**src/simd_pkg.sv**
```systemverilog
`default_nettype none

package simd_pkg;

  localparam int half_w = 68;
  localparam int tag_w = 14;
  localparam int n_fwd = 3;

  // one 136-bit SIMD operand split at the lane boundary.
  typedef struct packed {
    logic [half_w-1:0] hi;
    logic [half_w-1:0] lo;
  } simd_word_t;

  typedef enum logic [2:0] {
    OP_PASS     = 3'd0,
    OP_SWAP     = 3'd1,
    OP_BCAST_LO = 3'd2,
    OP_BCAST_HI = 3'd3,
    OP_BLEND    = 3'd4
  } op_t;

  typedef enum logic [1:0] {
    SRC_OWN_A   = 2'd0,
    SRC_OWN_B   = 2'd1,
    SRC_OTHER_A = 2'd2,
    SRC_OTHER_B = 2'd3
  } src_t;

  typedef struct packed {
    op_t              op;
    logic [tag_w-1:0] tag;
    logic [1:0]       lane_en;  // bit 1 is the high half.
  } issue_t;

  typedef struct packed {
    logic [1:0] fwd_a;  // 0 picks the register value.
    logic [1:0] fwd_b;
    logic [1:0] alt;
  } opsel_t;

  typedef struct packed {
    logic             valid;
    logic [tag_w-1:0] tag;
    simd_word_t       data;
  } ret_t;

endpackage

`default_nettype wire

```
**src/fp_shuffle_unit.sv**
```systemverilog
`timescale 1ns/1ps
`default_nettype none

module fp_shuffle_unit #(
  parameter int lane_w = simd_pkg::half_w,
  parameter int tag_bits = simd_pkg::tag_w
) (
  input  logic                 clk,
  input  logic                 rst,
  input  logic                 en,
  input  simd_pkg::issue_t     iss,
  input  simd_pkg::opsel_t     sel,
  input  simd_pkg::simd_word_t reg_a,
  input  simd_pkg::simd_word_t reg_b,
  input  simd_pkg::simd_word_t fwd0,
  input  simd_pkg::simd_word_t fwd1,
  input  simd_pkg::simd_word_t fwd2,
  input  simd_pkg::simd_word_t alt0,
  input  simd_pkg::simd_word_t alt1,
  output simd_pkg::ret_t       ret
);
  import simd_pkg::*;

  logic [lane_w-1:0]   hi_a;
  logic [lane_w-1:0]   hi_b;
  logic [lane_w-1:0]   lo_a;
  logic [lane_w-1:0]   lo_b;
  logic [lane_w-1:0]   hi_xa;
  logic [lane_w-1:0]   hi_xb;
  logic [lane_w-1:0]   lo_xa;
  logic [lane_w-1:0]   lo_xb;
  src_t                src_hi;
  src_t                src_lo;
  logic                v_hi;
  logic                v_lo;
  logic [tag_bits-1:0] tag;
  logic                hi_valid;
  logic                lo_valid;
  logic [tag_bits-1:0] hi_tag;
  logic [tag_bits-1:0] lo_tag;
  logic [lane_w-1:0]   hi_data;
  logic [lane_w-1:0]   lo_data;
  ret_t                ret_hi;
  ret_t                ret_lo;

  shuffle_ctrl #(.tag_bits(tag_bits)) u_ctrl (
    .clk(clk), .rst(rst), .en(en), .iss(iss),
    .src_hi(src_hi), .src_lo(src_lo),
    .v_hi(v_hi), .v_lo(v_lo), .tag(tag)
  );

  operand_mux #(.lane_w(lane_w)) u_mux_hi_a (
    .reg_val(reg_a.hi), .fwd0(fwd0.hi), .fwd1(fwd1.hi), .fwd2(fwd2.hi),
    .alt_val(alt0.hi), .fwd_sel(sel.fwd_a), .use_alt(sel.alt[0]), .opnd(hi_a)
  );

  operand_mux #(.lane_w(lane_w)) u_mux_hi_b (
    .reg_val(reg_b.hi), .fwd0(fwd0.hi), .fwd1(fwd1.hi), .fwd2(fwd2.hi),
    .alt_val(alt1.hi), .fwd_sel(sel.fwd_b), .use_alt(sel.alt[1]), .opnd(hi_b)
  );

  operand_mux #(.lane_w(lane_w)) u_mux_lo_a (
    .reg_val(reg_a.lo), .fwd0(fwd0.lo), .fwd1(fwd1.lo), .fwd2(fwd2.lo),
    .alt_val(alt0.lo), .fwd_sel(sel.fwd_a), .use_alt(sel.alt[0]), .opnd(lo_a)
  );

  operand_mux #(.lane_w(lane_w)) u_mux_lo_b (
    .reg_val(reg_b.lo), .fwd0(fwd0.lo), .fwd1(fwd1.lo), .fwd2(fwd2.lo),
    .alt_val(alt1.lo), .fwd_sel(sel.fwd_b), .use_alt(sel.alt[1]), .opnd(lo_b)
  );

  // the two halves see each other's stage 1 operands.
  lane_shuffle #(.lane_w(lane_w), .tag_bits(tag_bits)) u_hi (
    .clk(clk), .rst(rst), .opnd_a(hi_a), .opnd_b(hi_b),
    .other_a(lo_xa), .other_b(lo_xb), .src(src_hi), .v(v_hi), .tag(tag),
    .x_a(hi_xa), .x_b(hi_xb),
    .r_valid(hi_valid), .r_tag(hi_tag), .r_data(hi_data)
  );

  lane_shuffle #(.lane_w(lane_w), .tag_bits(tag_bits)) u_lo (
    .clk(clk), .rst(rst), .opnd_a(lo_a), .opnd_b(lo_b),
    .other_a(hi_xa), .other_b(hi_xb), .src(src_lo), .v(v_lo), .tag(tag),
    .x_a(lo_xa), .x_b(lo_xb),
    .r_valid(lo_valid), .r_tag(lo_tag), .r_data(lo_data)
  );

  assign ret_hi = '{valid: hi_valid, tag: hi_tag, data: '{hi: hi_data, lo: '0}};
  assign ret_lo = '{valid: lo_valid, tag: lo_tag, data: '{hi: '0, lo: lo_data}};
  assign ret    = ret_hi | ret_lo;  // idle halves are all zero, so OR merges them.

endmodule

`default_nettype wire

```
**src/lane_shuffle.sv**
```systemverilog
`timescale 1ns/1ps
`default_nettype none

module lane_shuffle #(
  parameter int lane_w = simd_pkg::half_w,
  parameter int tag_bits = simd_pkg::tag_w
) (
  input  logic                clk,
  input  logic                rst,
  input  logic [lane_w-1:0]   opnd_a,
  input  logic [lane_w-1:0]   opnd_b,
  input  logic [lane_w-1:0]   other_a,
  input  logic [lane_w-1:0]   other_b,
  input  simd_pkg::src_t      src,
  input  logic                v,
  input  logic [tag_bits-1:0] tag,
  output logic [lane_w-1:0]   x_a,
  output logic [lane_w-1:0]   x_b,
  output logic                r_valid,
  output logic [tag_bits-1:0] r_tag,
  output logic [lane_w-1:0]   r_data
);
  import simd_pkg::*;

  logic [lane_w-1:0] pick;
  logic [lane_w-1:0] res_q;

  // stage 1 operand capture, also seen by the opposite half.
  always_ff @(posedge clk) begin
    x_a <= opnd_a;
    x_b <= opnd_b;
  end

  always_comb begin
    case (src)
      SRC_OWN_A:   pick = x_a;
      SRC_OWN_B:   pick = x_b;
      SRC_OTHER_A: pick = other_a;  // the other half's stage 1 A.
      SRC_OTHER_B: pick = other_b;
      default:     pick = x_a;
    endcase
  end

  always_ff @(posedge clk) begin
    if (rst) begin
      res_q <= '0;
    end else begin
      res_q <= pick;
    end
  end

  // a disabled half contributes nothing to the shared return OR.
  assign r_valid = v;
  assign r_data  = v ? res_q : '0;
  assign r_tag   = v ? tag : '0;

endmodule

`default_nettype wire

```
**src/operand_mux.sv**
```systemverilog
`timescale 1ns/1ps
`default_nettype none

module operand_mux #(
  parameter int lane_w = simd_pkg::half_w
) (
  input  logic [lane_w-1:0] reg_val,
  input  logic [lane_w-1:0] fwd0,
  input  logic [lane_w-1:0] fwd1,
  input  logic [lane_w-1:0] fwd2,
  input  logic [lane_w-1:0] alt_val,
  input  logic [1:0]        fwd_sel,
  input  logic              use_alt,
  output logic [lane_w-1:0] opnd
);
  import simd_pkg::*;

  // slot 0 holds the register file value, the rest follow bus order.
  logic [lane_w-1:0] pool [0:n_fwd];

  always_comb begin
    pool[0] = reg_val;
    pool[1] = fwd0;
    pool[2] = fwd1;
    pool[3] = fwd2;
  end

  assign opnd = use_alt ? alt_val : pool[fwd_sel];  // alternate data beats any bypass.

endmodule

`default_nettype wire

```
**src/shuffle_ctrl.sv**
```systemverilog
`timescale 1ns/1ps
`default_nettype none

module shuffle_ctrl #(
  parameter int tag_bits = simd_pkg::tag_w
) (
  input  logic                clk,
  input  logic                rst,
  input  logic                en,
  input  simd_pkg::issue_t    iss,
  output simd_pkg::src_t      src_hi,
  output simd_pkg::src_t      src_lo,
  output logic                v_hi,
  output logic                v_lo,
  output logic [tag_bits-1:0] tag
);
  import simd_pkg::*;

  logic                legal;
  src_t                dec_hi;
  src_t                dec_lo;
  logic [1:0]          v1_q;  // per-half valid, bit 1 is the high half.
  logic [1:0]          v2_q;
  logic [tag_bits-1:0] tag1_q;
  logic [tag_bits-1:0] tag2_q;

  always_comb begin
    legal  = 1'b1;
    dec_hi = SRC_OWN_A;
    dec_lo = SRC_OWN_A;
    case (iss.op)
      OP_PASS: begin
        dec_hi = SRC_OWN_A;
        dec_lo = SRC_OWN_A;
      end
      OP_SWAP: begin
        dec_hi = SRC_OTHER_A;
        dec_lo = SRC_OTHER_A;
      end
      OP_BCAST_LO: begin
        dec_hi = SRC_OTHER_A;
        dec_lo = SRC_OWN_A;
      end
      OP_BCAST_HI: begin
        dec_hi = SRC_OWN_A;
        dec_lo = SRC_OTHER_A;
      end
      OP_BLEND: begin
        dec_hi = SRC_OTHER_B;  // high lane takes B from the low half.
        dec_lo = SRC_OWN_A;
      end
      default: legal = 1'b0;
    endcase
  end

  always_ff @(posedge clk) begin
    if (rst) begin
      src_hi <= SRC_OWN_A;
      src_lo <= SRC_OWN_A;
      v1_q   <= 2'b00;
      v2_q   <= 2'b00;
    end else begin
      src_hi <= dec_hi;
      src_lo <= dec_lo;
      v1_q   <= (en && legal) ? iss.lane_en : 2'b00;
      v2_q   <= v1_q;
    end
  end

  // tag follows the valid bits down both stages.
  always_ff @(posedge clk) begin
    tag1_q <= iss.tag;
    tag2_q <= tag1_q;
  end

  assign v_hi = v2_q[1];
  assign v_lo = v2_q[0];
  assign tag  = tag2_q;

endmodule

`default_nettype wire

```
**config.mk**
```make
export PLATFORM = sky130hd
export DESIGN_NAME = fp_shuffle_unit
export DESIGN_NICKNAME = d
export VERILOG_FILES = /design/src/simd_pkg.sv /design/src/fp_shuffle_unit.sv /design/src/lane_shuffle.sv /design/src/operand_mux.sv /design/src/shuffle_ctrl.sv
export SDC_FILE = /design/constraint.sdc
export NUM_CORES = 1
export LEC_CHECK = 0
export BUFFER_PORTS_ARGS = -buffer_cell sky130_fd_sc_hd__buf_2
export CORE_AREA = 4 4 443 445
export DETAILED_ROUTE_END_ITERATION = 8
export DIE_AREA = 0 0 447 449
export PLACE_DENSITY = 0.42
export SLEW_MARGIN = 20
export SYNTH_ARGS = -nofsm -noshare
export SYNTH_HDL_FRONTEND = slang
export SYNTH_SLANG_ARGS = --single-unit
```
**constraint.sdc**
```tcl
create_clock -name clk -period 1.55 [get_ports clk]
set_input_delay 0.31 -clock clk [delete_from_list [all_inputs] [get_ports clk]]
set_output_delay 0.31 -clock clk [all_outputs]
set_load 0.02 [all_outputs]
```
==> results of run 1 <==
[cells in the mapped netlist (all sizes together)]
cell / count
a211oi: 272
o21ai: 3
nand3b: 1
mux4: 68
buf: 110
nand2b: 2
a221oi: 272
nor2b: 356
inv: 275
mux2i: 340
and2: 136
nor2: 74
nor3b: 1
nor4b: 1
clkbuf: 124
dfxtp: 443
xor2: 1
[placed cells by master, fill, tap and decap left out, drive strengths merged]
cell,n
diode,101
inv,284
a221oi,272
xor2,1
buf,1455
nand2b,2
nor2b,356
o21ai,3
dlygate4sd3,446
clkinv,20
clkinvlp,4
nand3b,1
a211oi,272
nor2,74
mux4,68
nor4b,1
and2,136
nor3b,1
dfxtp,443
clkbuf,86
bufinv,9
mux2i,340
[worst max-delay path, delay by kind of cell (launching register included)]
family                 cells  cell delay (ns)
buffers and inverters      4             0.56
DFF                        1             0.36
and+or+nand+nor            1             0.17
[cell type report]
class                           count  area (sq um)  share of cell area (%)
Clock buffer                       78          1780                    4.04
Sequential cell                   443          8890                    20.2
Tap cell                         2526          3160                    7.18
Multi-Input combinational cell   1527         13300                    30.2
Timing Repair Buffer             1909         15100                    34.3
Clock inverter                     42           526                    1.19
Antenna cell                      101           253                   0.574
Inverter                          275          1030                    2.34
[kinds of logic after synthesis]
kind of cell	after synthesis	synth area share (%)
and+or+nand+nor	571	14.3
AOI/OAI and AO/OA	547	18.7
xor gates and xnor gates	1	0.0369
buffers and inverters	509	8.88
muxes	408	20.8
DFF	443	37.3
[per-stage QoR]
step	hold slack (ns)	instance area, sq um	cells	power, W
6_report	0.0667	44000	6901	0.0380
5_1_grt	0.0136	43900	6854	0.0397
4_1_cts	0.0000918	42900	6782	0.0386
3_5_place_dp	0.312	35000	6203	0.0204
3_3_place_gp	0.310	35000	6203	0.0204
2_1_floorplan	0.310	23800	2479	0.0161
[worst max path at each step]
stage | startpoint | to
2_1_floorplan | u_ctrl.src_hi[0]$_SDFF_PP0_ | u_hi.res_q[48]$_SDFF_PP0_
3_3_place_gp | sel[2] | u_hi.x_b[24]$_DFF_P_
3_5_place_dp | sel[2] | u_hi.x_b[24]$_DFF_P_
4_1_cts | u_ctrl.v2_q[0]$_SDFF_PP0_ | ret[2]
5_1_grt | u_ctrl.v2_q[0]$_SDFF_PP0_ | ret[2]
6_report | u_ctrl.v2_q[0]$_SDFF_PP0_ | ret[2]
[sequential cells by signal, indices dropped and copies added, names as in the netlist]
register	flops
u_hi.res_q	68
u_hi.x_a	68
u_hi.x_b	68
u_lo.res_q	68
u_lo.x_a	68
u_lo.x_b	68
u_ctrl.tag1_q	14
u_ctrl.tag	14
u_ctrl.src_hi	2
u_ctrl.v1_q	2
u_ctrl.v2_q	2
u_ctrl.src_lo	1
[routing by layer]
metal	track usage, %	part of all wire [%]	vias up
met5	0	0.27	-
met4	8.74	4.9	80
met3	6.28	9.0	455
met2	31.5	47	1317
met1	22.2	39	13892
li1	-	-	12603
[report_power, final]
part | switching [W] | leakage (nW) | internal [W]
logic | 0.00393 | 14.6 | 0.00452
registers | 0.000628 | 3.73 | 0.0125
clock network | 0.00661 | 1.14 | 0.00983
[repair_timing]
item                                   4_1_cts  5_1_grt
pin swaps                                    9       13
hold buffers                               446        0
endpoints found under the hold margin      271        0
setup endpoints to repair                  177      202
buffers inserted                            13       12
gates cloned                                 2        8
gates resized for setup                    348      173
==> summary by stage, run 1 <==
Run status
The run finished, with violations left. The checks that failed: negative setup slack.

Routing
The count of routing violations after the opening detailed-route iteration is 2,141. The final layout contains routed wiring with a total length of 201,000 um. The average via count per standard cell is 4.11. In this run the remaining antenna-violating nets after routing total 0. The detailed router placed 28,347 vias in this run. For this run, design rule violations remaining after detail routing come to 0.

The first detailed-routing pass ran for 5 iterations. The mean routed wirelength per cell is 29.1 um.

Setup path
STA classifies the critical path endpoint as a primary output. STA puts the critical path data arrival time at 1.74 ns. STA classifies the critical path startpoint as a register.

The register-to-register setup slack is -0.08 ns. The worst flop-to-flop path endpoint is u_hi.res_q[34]$_SDFF_PP0_. The slowest library cell on the worst path is dfxtp_4. At the worst endpoint, the required time is 1.24 ns. Walking the worst path, the cells encountered are buf_12 -> buf_12 -> buf_12 -> and2_4 -> buf_12. For this run, the slowest stage of the critical path takes 0.36 ns. The worst register-to-register path has a depth of 5.

Of all nets on the critical path, the largest fanout is 6. The worst reg2reg path startpoint is u_ctrl.src_hi[0]$_SDFF_PP0_. The worst setup path is of the register to primary output kind. The cell seen most often among critical-path stages is buf_12.

Floorplanning
The die outline height is 449 um. The die area is 0.201 sq mm. The total core area is 0.192 sq mm.

The x dimension of the die is 447 um. The placement row count is 161. Once the floorplan was initialized, standard cells occupied 12.4% of the core. 1,131 I/O pins were placed.

Synth
The synthesized design contains 443 register bits. The Yosys step of the flow raised 0 warnings. Of all cell types, the one taking the most synthesized area is dfxtp_1. The synthesized net count is 3,459. The count of cell types in the netlist is 22.

The area share of the largest cell type after synthesis is 37.3%. The summed instance area of the synthesized netlist is 0.0238 sq mm. After synthesis, flip-flops and latches occupy 37.3% of the total area.

The cell count after synthesis came out at 2,479. The post-synthesis area per instance is 9.58 sq um. By area the synthesized netlist is led by dfxtp_1 37%, mux2i_1 14%, a221oi_1 10%.

Cells and area
The layout-stage area growth over the synthesis result is 85.4%. The net count reported at finish is 5,202. The layout filler cell count is 21,232. Cells fill 22.9% of the core in the end. In the final layout, the share of cells above drive strength 1 is 42.3%.

Timing
The final critical-path setup slack is -0.501 ns. The transition at the pin with the smallest max-transition slack is 0.692 ns. The final-layout setup total negative slack is -63.75 ns. The worst clock skew is 0.0445 ns. The max-slew headroom at the worst pin is 53.9%. Counting I/O delays and the setup requirement, the final critical path takes 2.05 ns.

Based on the critical path, the design can be clocked at up to 0.488 GHz. The final hold violation count is 0. The final worst-path cycle share is 132%.

Setup repair after global routing could not meet its margin everywhere. The number of slew-limit violations in the final report was 0. The final setup violation count is 187.

Min path
The source of the worst hold timing path is alt0[8]. The terminating pin of the worst hold path is u_lo.x_a[8]$_DFF_P_. The cell depth of the worst hold path is 3. In this run the worst hold path is classified as input pin to register.

Placement
Port buffering added 1,130 buffers. The HPWL reported at the end of detailed placement is 167,000 um. Timing analysis after detailed placement gives a worst setup slack of -0.477 ns. The weighted congestion reported at the end of routability-driven placement is 0.953.

Global route
The number of antenna violations at the first check in global routing is 214. The total overflow left after global routing is 0. The via count of the first global-routing pass is 29,256. The largest net degree at the start of global routing is 74. The first global-routing pass estimated 260,000 um of wire. Across every metal layer, demand over resource in global routing totals 19.0%.

Clock network
The TritonCTS clock tree is yes. After clock tree synthesis, the clock-pin slew on the worst setup and hold paths is 0.06 ns. In this run the deepest clock path goes through 3 buffers. The clock insertion delay at the later pin of the skew report is 0.67 ns.

The cell chosen for the clock root is clkbuf_16. The depth of the CTS H-tree is 3. The clock net in this run drives a total of 443 sinks.

Clock tree synthesis inserted a total of 66 buffers.

Pwr
The peak supply drop is 634 uV. For this design the static power due to leakage is 19.5 nW. The cell area power density is 864 mW/mm^2.

Job
The max capacitance violation total is 0.
No activity file was read; power rests on OpenSTA's default activity.
==> inputs of run 2 (changes only) <==
- CORE_AREA: 4 4 443 445 -> 4 4 444 446
- CTS_CLUSTER_SIZE: unset -> 28
- DIE_AREA: 0 0 447 449 -> 0 0 448 450
- PLACE_DENSITY: 0.42 -> 0.41
- TNS_END_PERCENT: unset -> 50
- clock period: 1.55 -> 2.6 ns (I/O delays scaled with it)
==> summary by stage, run 2 (synthesis gave the netlist of run 1 again) <==
Timing
The final setup violation count is 0 (was 187). The number of slew-limit violations in the final report was 0 (unchanged). The final-layout setup total negative slack is 0 ns (was -63.75 ns). In the finished design, the share of the clock period the worst path needs comes to 94.1%.

The final hold violation count is 0 (unchanged). For this run, the top clock speed supported by timing is 0.409 GHz. The tightest hold margin is 0.0908 ns (was 0.0667 ns). The max-slew headroom at the worst pin was 45.6% (was 53.9%).

The transition at the pin with the smallest max-transition slack is 0.816 ns (was 0.692 ns). The worst clock skew came to 0.0532 ns (was 0.0445 ns). Unrepaired setup endpoints after global routing: no (was yes).

The final period demand of the worst path is 2.45 ns.

Cells and area
The layout filler cell count is 21,621 (was 21,232). Commonest cells after routing, fill and taps aside: 1,125 x buf_2, 438 x dfxtp_1, 356 x nor2b_1 (was 975 x buf_2, 446 x dlygate4sd3_1, 438 x dfxtp_1). The layout-stage area growth over the synthesis result is 51.4% (was 85.4%).

The fraction of layout instances using a drive strength above 1 is 39.5% (was 42.3%). The net count reported at finish is 4,591 (was 5,202). The post-route core utilization came to 18.7% (was 22.9%). The total area of sequential cells is 0.00889 sq mm (unchanged).

The most common library cell in the layout ignoring fill and taps is buf_2 (unchanged). The multi-input gate area in the final layout was 0.0128 sq mm (was 0.0133 sq mm). The number of standard cells in the final layout excluding fillers is 6,263 (was 6,901).

Floorplanning
The die outline height is 450 um (was 449 um). The x dimension of the die was 448 um (was 447 um). The count of boundary I/O pins is 1,131 (unchanged). The total core area came to 0.193 sq mm (was 0.192 sq mm). The placement row count came to 161 (unchanged).

The initial core utilization is 12.3% (was 12.4%). The die area is 0.202 sq mm (was 0.201 sq mm).

Setup path
The depth of the worst register-to-register path is 3 (was 5). The maximum cell stage delay along the critical path came to 0.44 ns (was 0.36 ns). The start point of the critical path was u_ctrl.v2_q[0]$_SDFF_PP0_ (unchanged). The worst-path maximum fanout is 34 (was 6). The data required time of the worst path is 2.08 ns (was 1.24 ns). The slowest library cell on the worst path is dfxtp_4 (unchanged). Crit path cell chain: bufbuf_16 -> and2_1 -> buf_2 (was buf_12 -> buf_12 -> buf_12 -> and2_4 -> buf_12). The type of element launching the critical path is a register (unchanged). The classification of the worst setup path is register to primary output (unchanged). The arrival time of the worst setup path is 1.93 ns (was 1.74 ns).

The worst reg2reg path startpoint was u_ctrl.src_hi[0]$_SDFF_PP0_ (unchanged). The register-to-register setup slack is 0.69 ns (was -0.08 ns). The critical path endpoint category is a primary output (unchanged).

Global route
The total congestion overflow is 0 (unchanged). The global router's overall resource usage was 18.4% (was 19.0%). The global-route wire length before repair was 249,000 um (was 260,000 um). The largest net degree at the start of global routing is 80 (was 74). The number of antenna violations at the first check in global routing was 212 (was 214). The via count of the first global-routing pass is 26,094 (was 29,256).

Placement
The number of I/O port buffers was 1,130 (unchanged). The number of cells in the design after placement came to 6,027 (was 6,203). The HPWL reported at the end of detailed placement was 160,000 um (was 167,000 um). The weighted congestion reported at the end of routability-driven placement is 0.940 (was 0.953).

Min path
The source of the worst hold timing path is alt1[6] (was alt0[8]). The cell depth of the worst hold path is 3 (unchanged). The class of the tightest hold or removal check is input pin to register (unchanged).

Pwr
The total power after layout is 0.0213 W (was 0.0380 W). The cell area power density was 593 mW/mm^2 (was 864 mW/mm^2). The peak supply drop is 547 uV (was 634 uV). The static leakage came to 16.1 nW (was 19.5 nW).

Clock network
The cell chosen for the clock root is clkbuf_16 (unchanged). The TritonCTS clock tree was yes (unchanged). The depth of the CTS H-tree is 2 (was 3). The worst-case clock buffer depth was 3 (unchanged). The clock insertion delay at the later pin of the skew report came to 0.72 ns (was 0.67 ns).

The clock transition at the registers of the reported paths is 0.06 ns (about the same). The number of clock buffers inserted by TritonCTS came to 60 (was 66). The number of clock sinks seen by CTS came to 443 (unchanged).

Routing
The average via count per standard cell was 4.16 (was 4.11). The DRC violation count after routing came to 0 (unchanged). The count of routing violations after the opening detailed-route iteration is 2,246 (was 2,141). The final antenna-violating net count is 0 (unchanged). The wire length reported by the detailed router is 195,000 um (was 201,000 um). The routed via count is 26,055 (was 28,347). The mean routed wirelength per cell was 31.1 um (was 29.1 um).

The count of TritonRoute iterations in the first routing pass is 5 (unchanged).

Job
The max capacitance violation total is 0 (unchanged).

Run status
Run status: completed (was finished, violations left).
[run 2: report_power, final]
| part | switching (W) | internal, W |
|---|---|---|
| combinational | 0.00212 | 0.00180 |
| clock | 0.00371 | 0.00578 |
| sequential | 0.000461 | 0.00747 |
| total | 0.00629 | 0.0150 |
[run 2: layout make-up]
| type | instances | share of cell area (%) |
|---|---|---|
| multi-input combinational | 1527 | 35.6 |
| tap | 2526 | 8.79 |
| antenna | 76 | 0.529 |
| inverter | 275 | 2.87 |
| clock buffer | 79 | 4.71 |
| sequential | 443 | 24.7 |
| clock inverter | 33 | 1.46 |
| timing repair buffer | 1304 | 21.3 |
[run 2: through the flow]
step,cell area (sq um),worst slack (ns)
global route,35900,0.0137
floorplan,23800,1.02
global placement,33000,0.0585
finish,36000,0.152
detailed placement,33000,0.0542
CTS,35800,0.000923
[run 2: worst max-delay path: cells and delay by family, from the launching register on]
| family | cells | cell delay, ns |
|---|---|---|
| buffers and inverters | 2 | 0.61 |
| flip-flops | 1 | 0.44 |
| AND/OR/NAND/NOR | 1 | 0.16 |
[run 2: routing by layer]
metal  track usage, %  vias up  wire length (um)
met5                0        -               707
met4             6.18      118              7250
met1             21.5    12792             75300
li1                 -    11352                 -
met3             7.05      435             19800
met2             30.7     1358             91900
[run 2: path summary, 6_finish.rpt]
kind,endpoint
worst max-delay path,ret[28]
worst min-delay path,u_lo.x_b[6]$_DFF_P_
worst max register to register,u_hi.res_q[36]$_SDFF_PP0_
worst min register to register,u_ctrl.tag[12]$_DFF_P_
[run 2: repair_timing]
action                                 CTS  global route
hold buffers                            39             0
resized for setup                        2             0
buffers inserted                         7             0
setup endpoints to repair               59             0
endpoints found under the hold margin   38             0
==> inputs of run 3 (changes only) <==
- ABC_AREA: unset -> 1
- CORE_AREA: 4 4 444 446 -> 4 4 434 436
- DIE_AREA: 0 0 448 450 -> 0 0 438 440
- PLACE_DENSITY: 0.41 -> 0.44
- clock period: 2.6 -> 2.5 ns (I/O delays scaled with it)
==> summary by stage, run 3 <==
Run status
Run status: completed (unchanged).

Global route
The global-route track usage on met2 is 35.5% (was 30.7%). The met1 global-route usage is 24.2% (was 21.5%). The largest net degree at the start of global routing is 79 (was 80). The busiest layer in global routing is met2 (unchanged). The number of antenna violations at the first check in global routing is 98 (was 212). The via count of the first global-routing pass was 36,441 (was 26,094).

The total congestion overflow came to 0 (unchanged). The global-route wire length before repair is 276,000 um (was 249,000 um). The global router's overall resource usage is 20.1% (was 18.4%).

The met3 routing resource usage after global routing was 2.74% (was 7.05%).

Synth
Leading post-synthesis cells by cell area: nand2_1 35%, dfxtp_1 32%, inv_1 12% (was dfxtp_1 37%, mux2i_1 14%, a221oi_1 10%). The summed instance area of the synthesized netlist is 0.0281 sq mm (was 0.0238 sq mm). The synthesized net count is 6,198 (was 3,459).

The most used flip-flop cell after synthesis was dfxtp_1 (unchanged). The area share of the largest cell type after synthesis came to 34.6% (was 37.3%). The share of flip-flops with an asynchronous set or reset after synthesis is 0% (unchanged). The number of warnings printed during yosys synthesis is 0 (unchanged). The count of flip-flops with a built-in enable after synthesis is 0 (unchanged).

The count of cell types in the netlist is 22 (unchanged). The cell type contributing the most total cell area after synthesis was nand2_1 (was dfxtp_1). The number of flip-flops and latches in the synthesized netlist is 443 (unchanged). The most common cell in the synthesized netlist is nand2_1 (was dfxtp_1). Top cells by count, synth: 2,589 x nand2_1, 869 x inv_1, 544 x nand3_1, 443 x dfxtp_1, 248 x nor2_1 (was 443 x dfxtp_1, 356 x nor2b_1, 340 x mux2i_1, 275 x inv_1). The post-synthesis area per instance is 5.39 sq um (was 9.58 sq um). The cell count after synthesis is 5,218 (was 2,479). The sequential element share of the synthesized area was 31.6% (was 37.3%).

Timing
The number of slew-limit violations in the final report is 0 (unchanged). The transition at the pin with the smallest max-transition slack is 0.582 ns (was 0.816 ns). The final hold violation count is 0 (unchanged). Unrepaired setup endpoints after global routing: yes (was no). The final setup violation count is 0 (unchanged). Subtracting the final worst setup slack from the clock period gives 2.43 ns. The maximum achievable frequency is 0.412 GHz.

The max-slew headroom at the worst pin is 61.2% (was 45.6%). The worst clock skew is 0.0196 ns (was 0.0532 ns). The tightest hold margin was 0.0684 ns (was 0.0908 ns). The final worst-path cycle share is 97.1%.

Floorplanning
The die area is 0.193 sq mm (was 0.202 sq mm). The x dimension of the die came to 438 um (was 448 um). The count of boundary I/O pins is 1,131 (unchanged). The die outline height is 440 um (was 450 um).

The total core area is 0.185 sq mm (was 0.193 sq mm). The initial core utilization is 15.2% (was 12.3%). The placement row count is 158 (was 161).

Clock network
The number of clock sinks seen by CTS is 443 (unchanged). The TritonCTS clock tree is yes (unchanged). The worst-case clock buffer depth was 3 (unchanged). The number of clock buffers inserted by TritonCTS is 57 (was 60). The clock transition at the registers of the reported paths is 0.06 ns (about the same). The cell chosen for the clock root is clkbuf_16 (unchanged). The clock insertion delay at the later pin of the skew report is 0.65 ns (was 0.72 ns).

The depth of the CTS H-tree is 2 (unchanged).

Pwr
The part of the total power dissipated in sequential elements is 37.0% (was 37.2%). The static leakage came to 24.4 nW (was 16.1 nW). The switching power of the nets is 0.00705 W (was 0.00629 W).

The total power after layout was 0.0219 W (was 0.0213 W). The clock group share of total power is 41.0% (was 44.5%). The cell-internal power is 0.0148 W (was 0.0150 W). The cell area power density is 549 mW/mm^2 (was 593 mW/mm^2). The peak supply drop is 402 uV (was 547 uV). The switching fraction of total power is 32.2% (was 29.5%). The logic gate share of total power is 22.1% (was 18.4%).

Cells and area
The net count reported at finish was 7,280 (was 4,591). The layout-stage area growth over the synthesis result is 41.9% (was 51.4%). The fraction of layout instances using a drive strength above 1 is 22.0% (was 39.5%). The most common library cell in the layout ignoring fill and taps is nand2_1 (was buf_2). The final design instance area without fill is 0.0399 sq mm (was 0.0360 sq mm). Commonest cells after routing, fill and taps aside: 2,588 x nand2_1, 1,124 x buf_2, 867 x inv_1 (was 1,125 x buf_2, 438 x dfxtp_1, 356 x nor2b_1).

Placement
The HPWL reported at the end of detailed placement is 163,000 um (was 160,000 um). The number of I/O port buffers came to 1,130 (unchanged). The instance area at placement is 0.0371 sq mm (was 0.0330 sq mm). The weighted congestion reported at the end of routability-driven placement is 0.956 (was 0.940).

Routing
The wire length reported by the detailed router is 204,000 um (was 195,000 um). The DRC violation count after routing is 0 (unchanged). The final antenna-violating net count is 0 (unchanged). The count of routing violations after the opening detailed-route iteration came to 2,809 (was 2,246). The mean routed wirelength per cell is 23.0 um (was 31.1 um). The routed via count is 36,741 (was 26,055). The count of TritonRoute iterations in the first routing pass is 6 (was 5).

The average via count per standard cell is 4.13 (was 4.16).

Setup path
The worst path buffer plus inverter count is 3 (was 2). The arrival time of the worst setup path came to 1.93 ns (about the same). The worst-path maximum fanout is 32 (was 34). The classification of the worst setup path is register to primary output (unchanged). The maximum cell stage delay along the critical path came to 0.38 ns (was 0.44 ns). The category of cells accounting for the largest share of critical-path delay is buffers and inverters (unchanged). The worst reg2reg path startpoint was u_ctrl.src_hi[0]$_SDFF_PP0_ (unchanged). The start point of the critical path is u_ctrl.v2_q[0]$_SDFF_PP0_ (unchanged).

The type of element launching the critical path is a register (unchanged). The data required time of the worst path came to 2.00 ns (was 2.08 ns). The critical path endpoint category was a primary output (unchanged). Crit path cell chain: buf_8 -> nand2_1 -> inv_1 -> buf_2 (was bufbuf_16 -> and2_1 -> buf_2). The slowest library cell on the worst path was dfxtp_4 (unchanged).

Job
The max capacitance violation total is 0 (unchanged).

Min path
The class of the tightest hold or removal check is input pin to register (unchanged). The source of the worst hold timing path is alt1[132] (was alt1[6]).
[run 3: logic make-up (layout without fill, tap and decap cells)]
kind of cell           count (synthesis)  in the layout  share of synthesized area (%)
and+or+nand+nor                     3386           3386                           47.7
other                                  0             62                              0
buffers and inverters               1195           2322                           17.2
DFF                                  443            443                           31.6
AOI/OAI and AO/OA                    194            194                           3.47
[run 3: area by class of cell]
| cell class | instances | area [sq um] |
|---|---|---|
| fillers | 21847 | 145000 |
| multi-input cells | 3580 | 14400 |
| flip-flops and latches | 443 | 8880 |
| repair buffers | 1339 | 7970 |
| inverters | 879 | 3350 |
| well taps | 2480 | 3100 |
| clock buffers | 75 | 1570 |
| clock inverters | 29 | 422 |
| diodes | 62 | 155 |
[run 3: metrics by stage]
| step | setup slack (ns) | util (%) | std cells | setup TNS, ns |
|---|---|---|---|---|
| 3_5_place_dp | 0.420 | 20.1 | 8661 | 0 |
| 6_report | 0.0717 | 21.6 | 8887 | 0 |
| 2_1_floorplan | 0.924 | - | 5218 | 0 |
| 4_1_cts | -0.0149 | 21.5 | 8824 | -0.0285 |
| 5_1_grt | -0.0189 | 21.6 | 8879 | -0.0335 |
| 3_3_place_gp | 0.427 | 20.1 | 8661 | 0 |
[run 3: layer usage]
| layer | vias to the layer above | routed length [um] |
|---|---|---|
| met3 | 303 | 11600 |
| met5 | - | 56 |
| met4 | 10 | 8920 |
| met1 | 17299 | 82300 |
| met2 | 1597 | 101000 |
| li1 | 17532 | - |
[run 3: power groups by stage]
stage	clock network (W)	logic, W	registers [W]
detailed placement	0	0.00479	0.00825
global placement	0	0.00480	0.00826
CTS	0.00932	0.00490	0.00810
finish	0.00896	0.00483	0.00809
global route	0.00956	0.00533	0.00814
floorplan	0	0.00238	0.00802
[run 3: timing repair]
| action | in CTS | in global routing |
|---|---|---|
| gates resized for setup | 6 | 0 |
| buffers inserted | 0 | 1 |
| pin swaps | 0 | 0 |
| hold buffers | 59 | 0 |
| endpoints found under the setup margin | 42 | 4 |
| hold endpoints to repair | 59 | 0 |
[run 3: path summary, 6_finish.rpt]
kind	to	slack (ns)	cells after the start
worst min-delay path	u_hi.x_b[64]$_DFF_P_	0.07	3
worst min register to register	u_ctrl.tag[2]$_DFF_P_	0.33	0
worst max register to register	u_hi.res_q[64]$_SDFF_PP0_	0.76	7
worst max-delay path	ret[62]	0.07	4
[run 3: worst min-delay path, stage by stage]
cell     delay, ns
buf_2         0.08
nand2_1       0.04
nand2_1       0.06
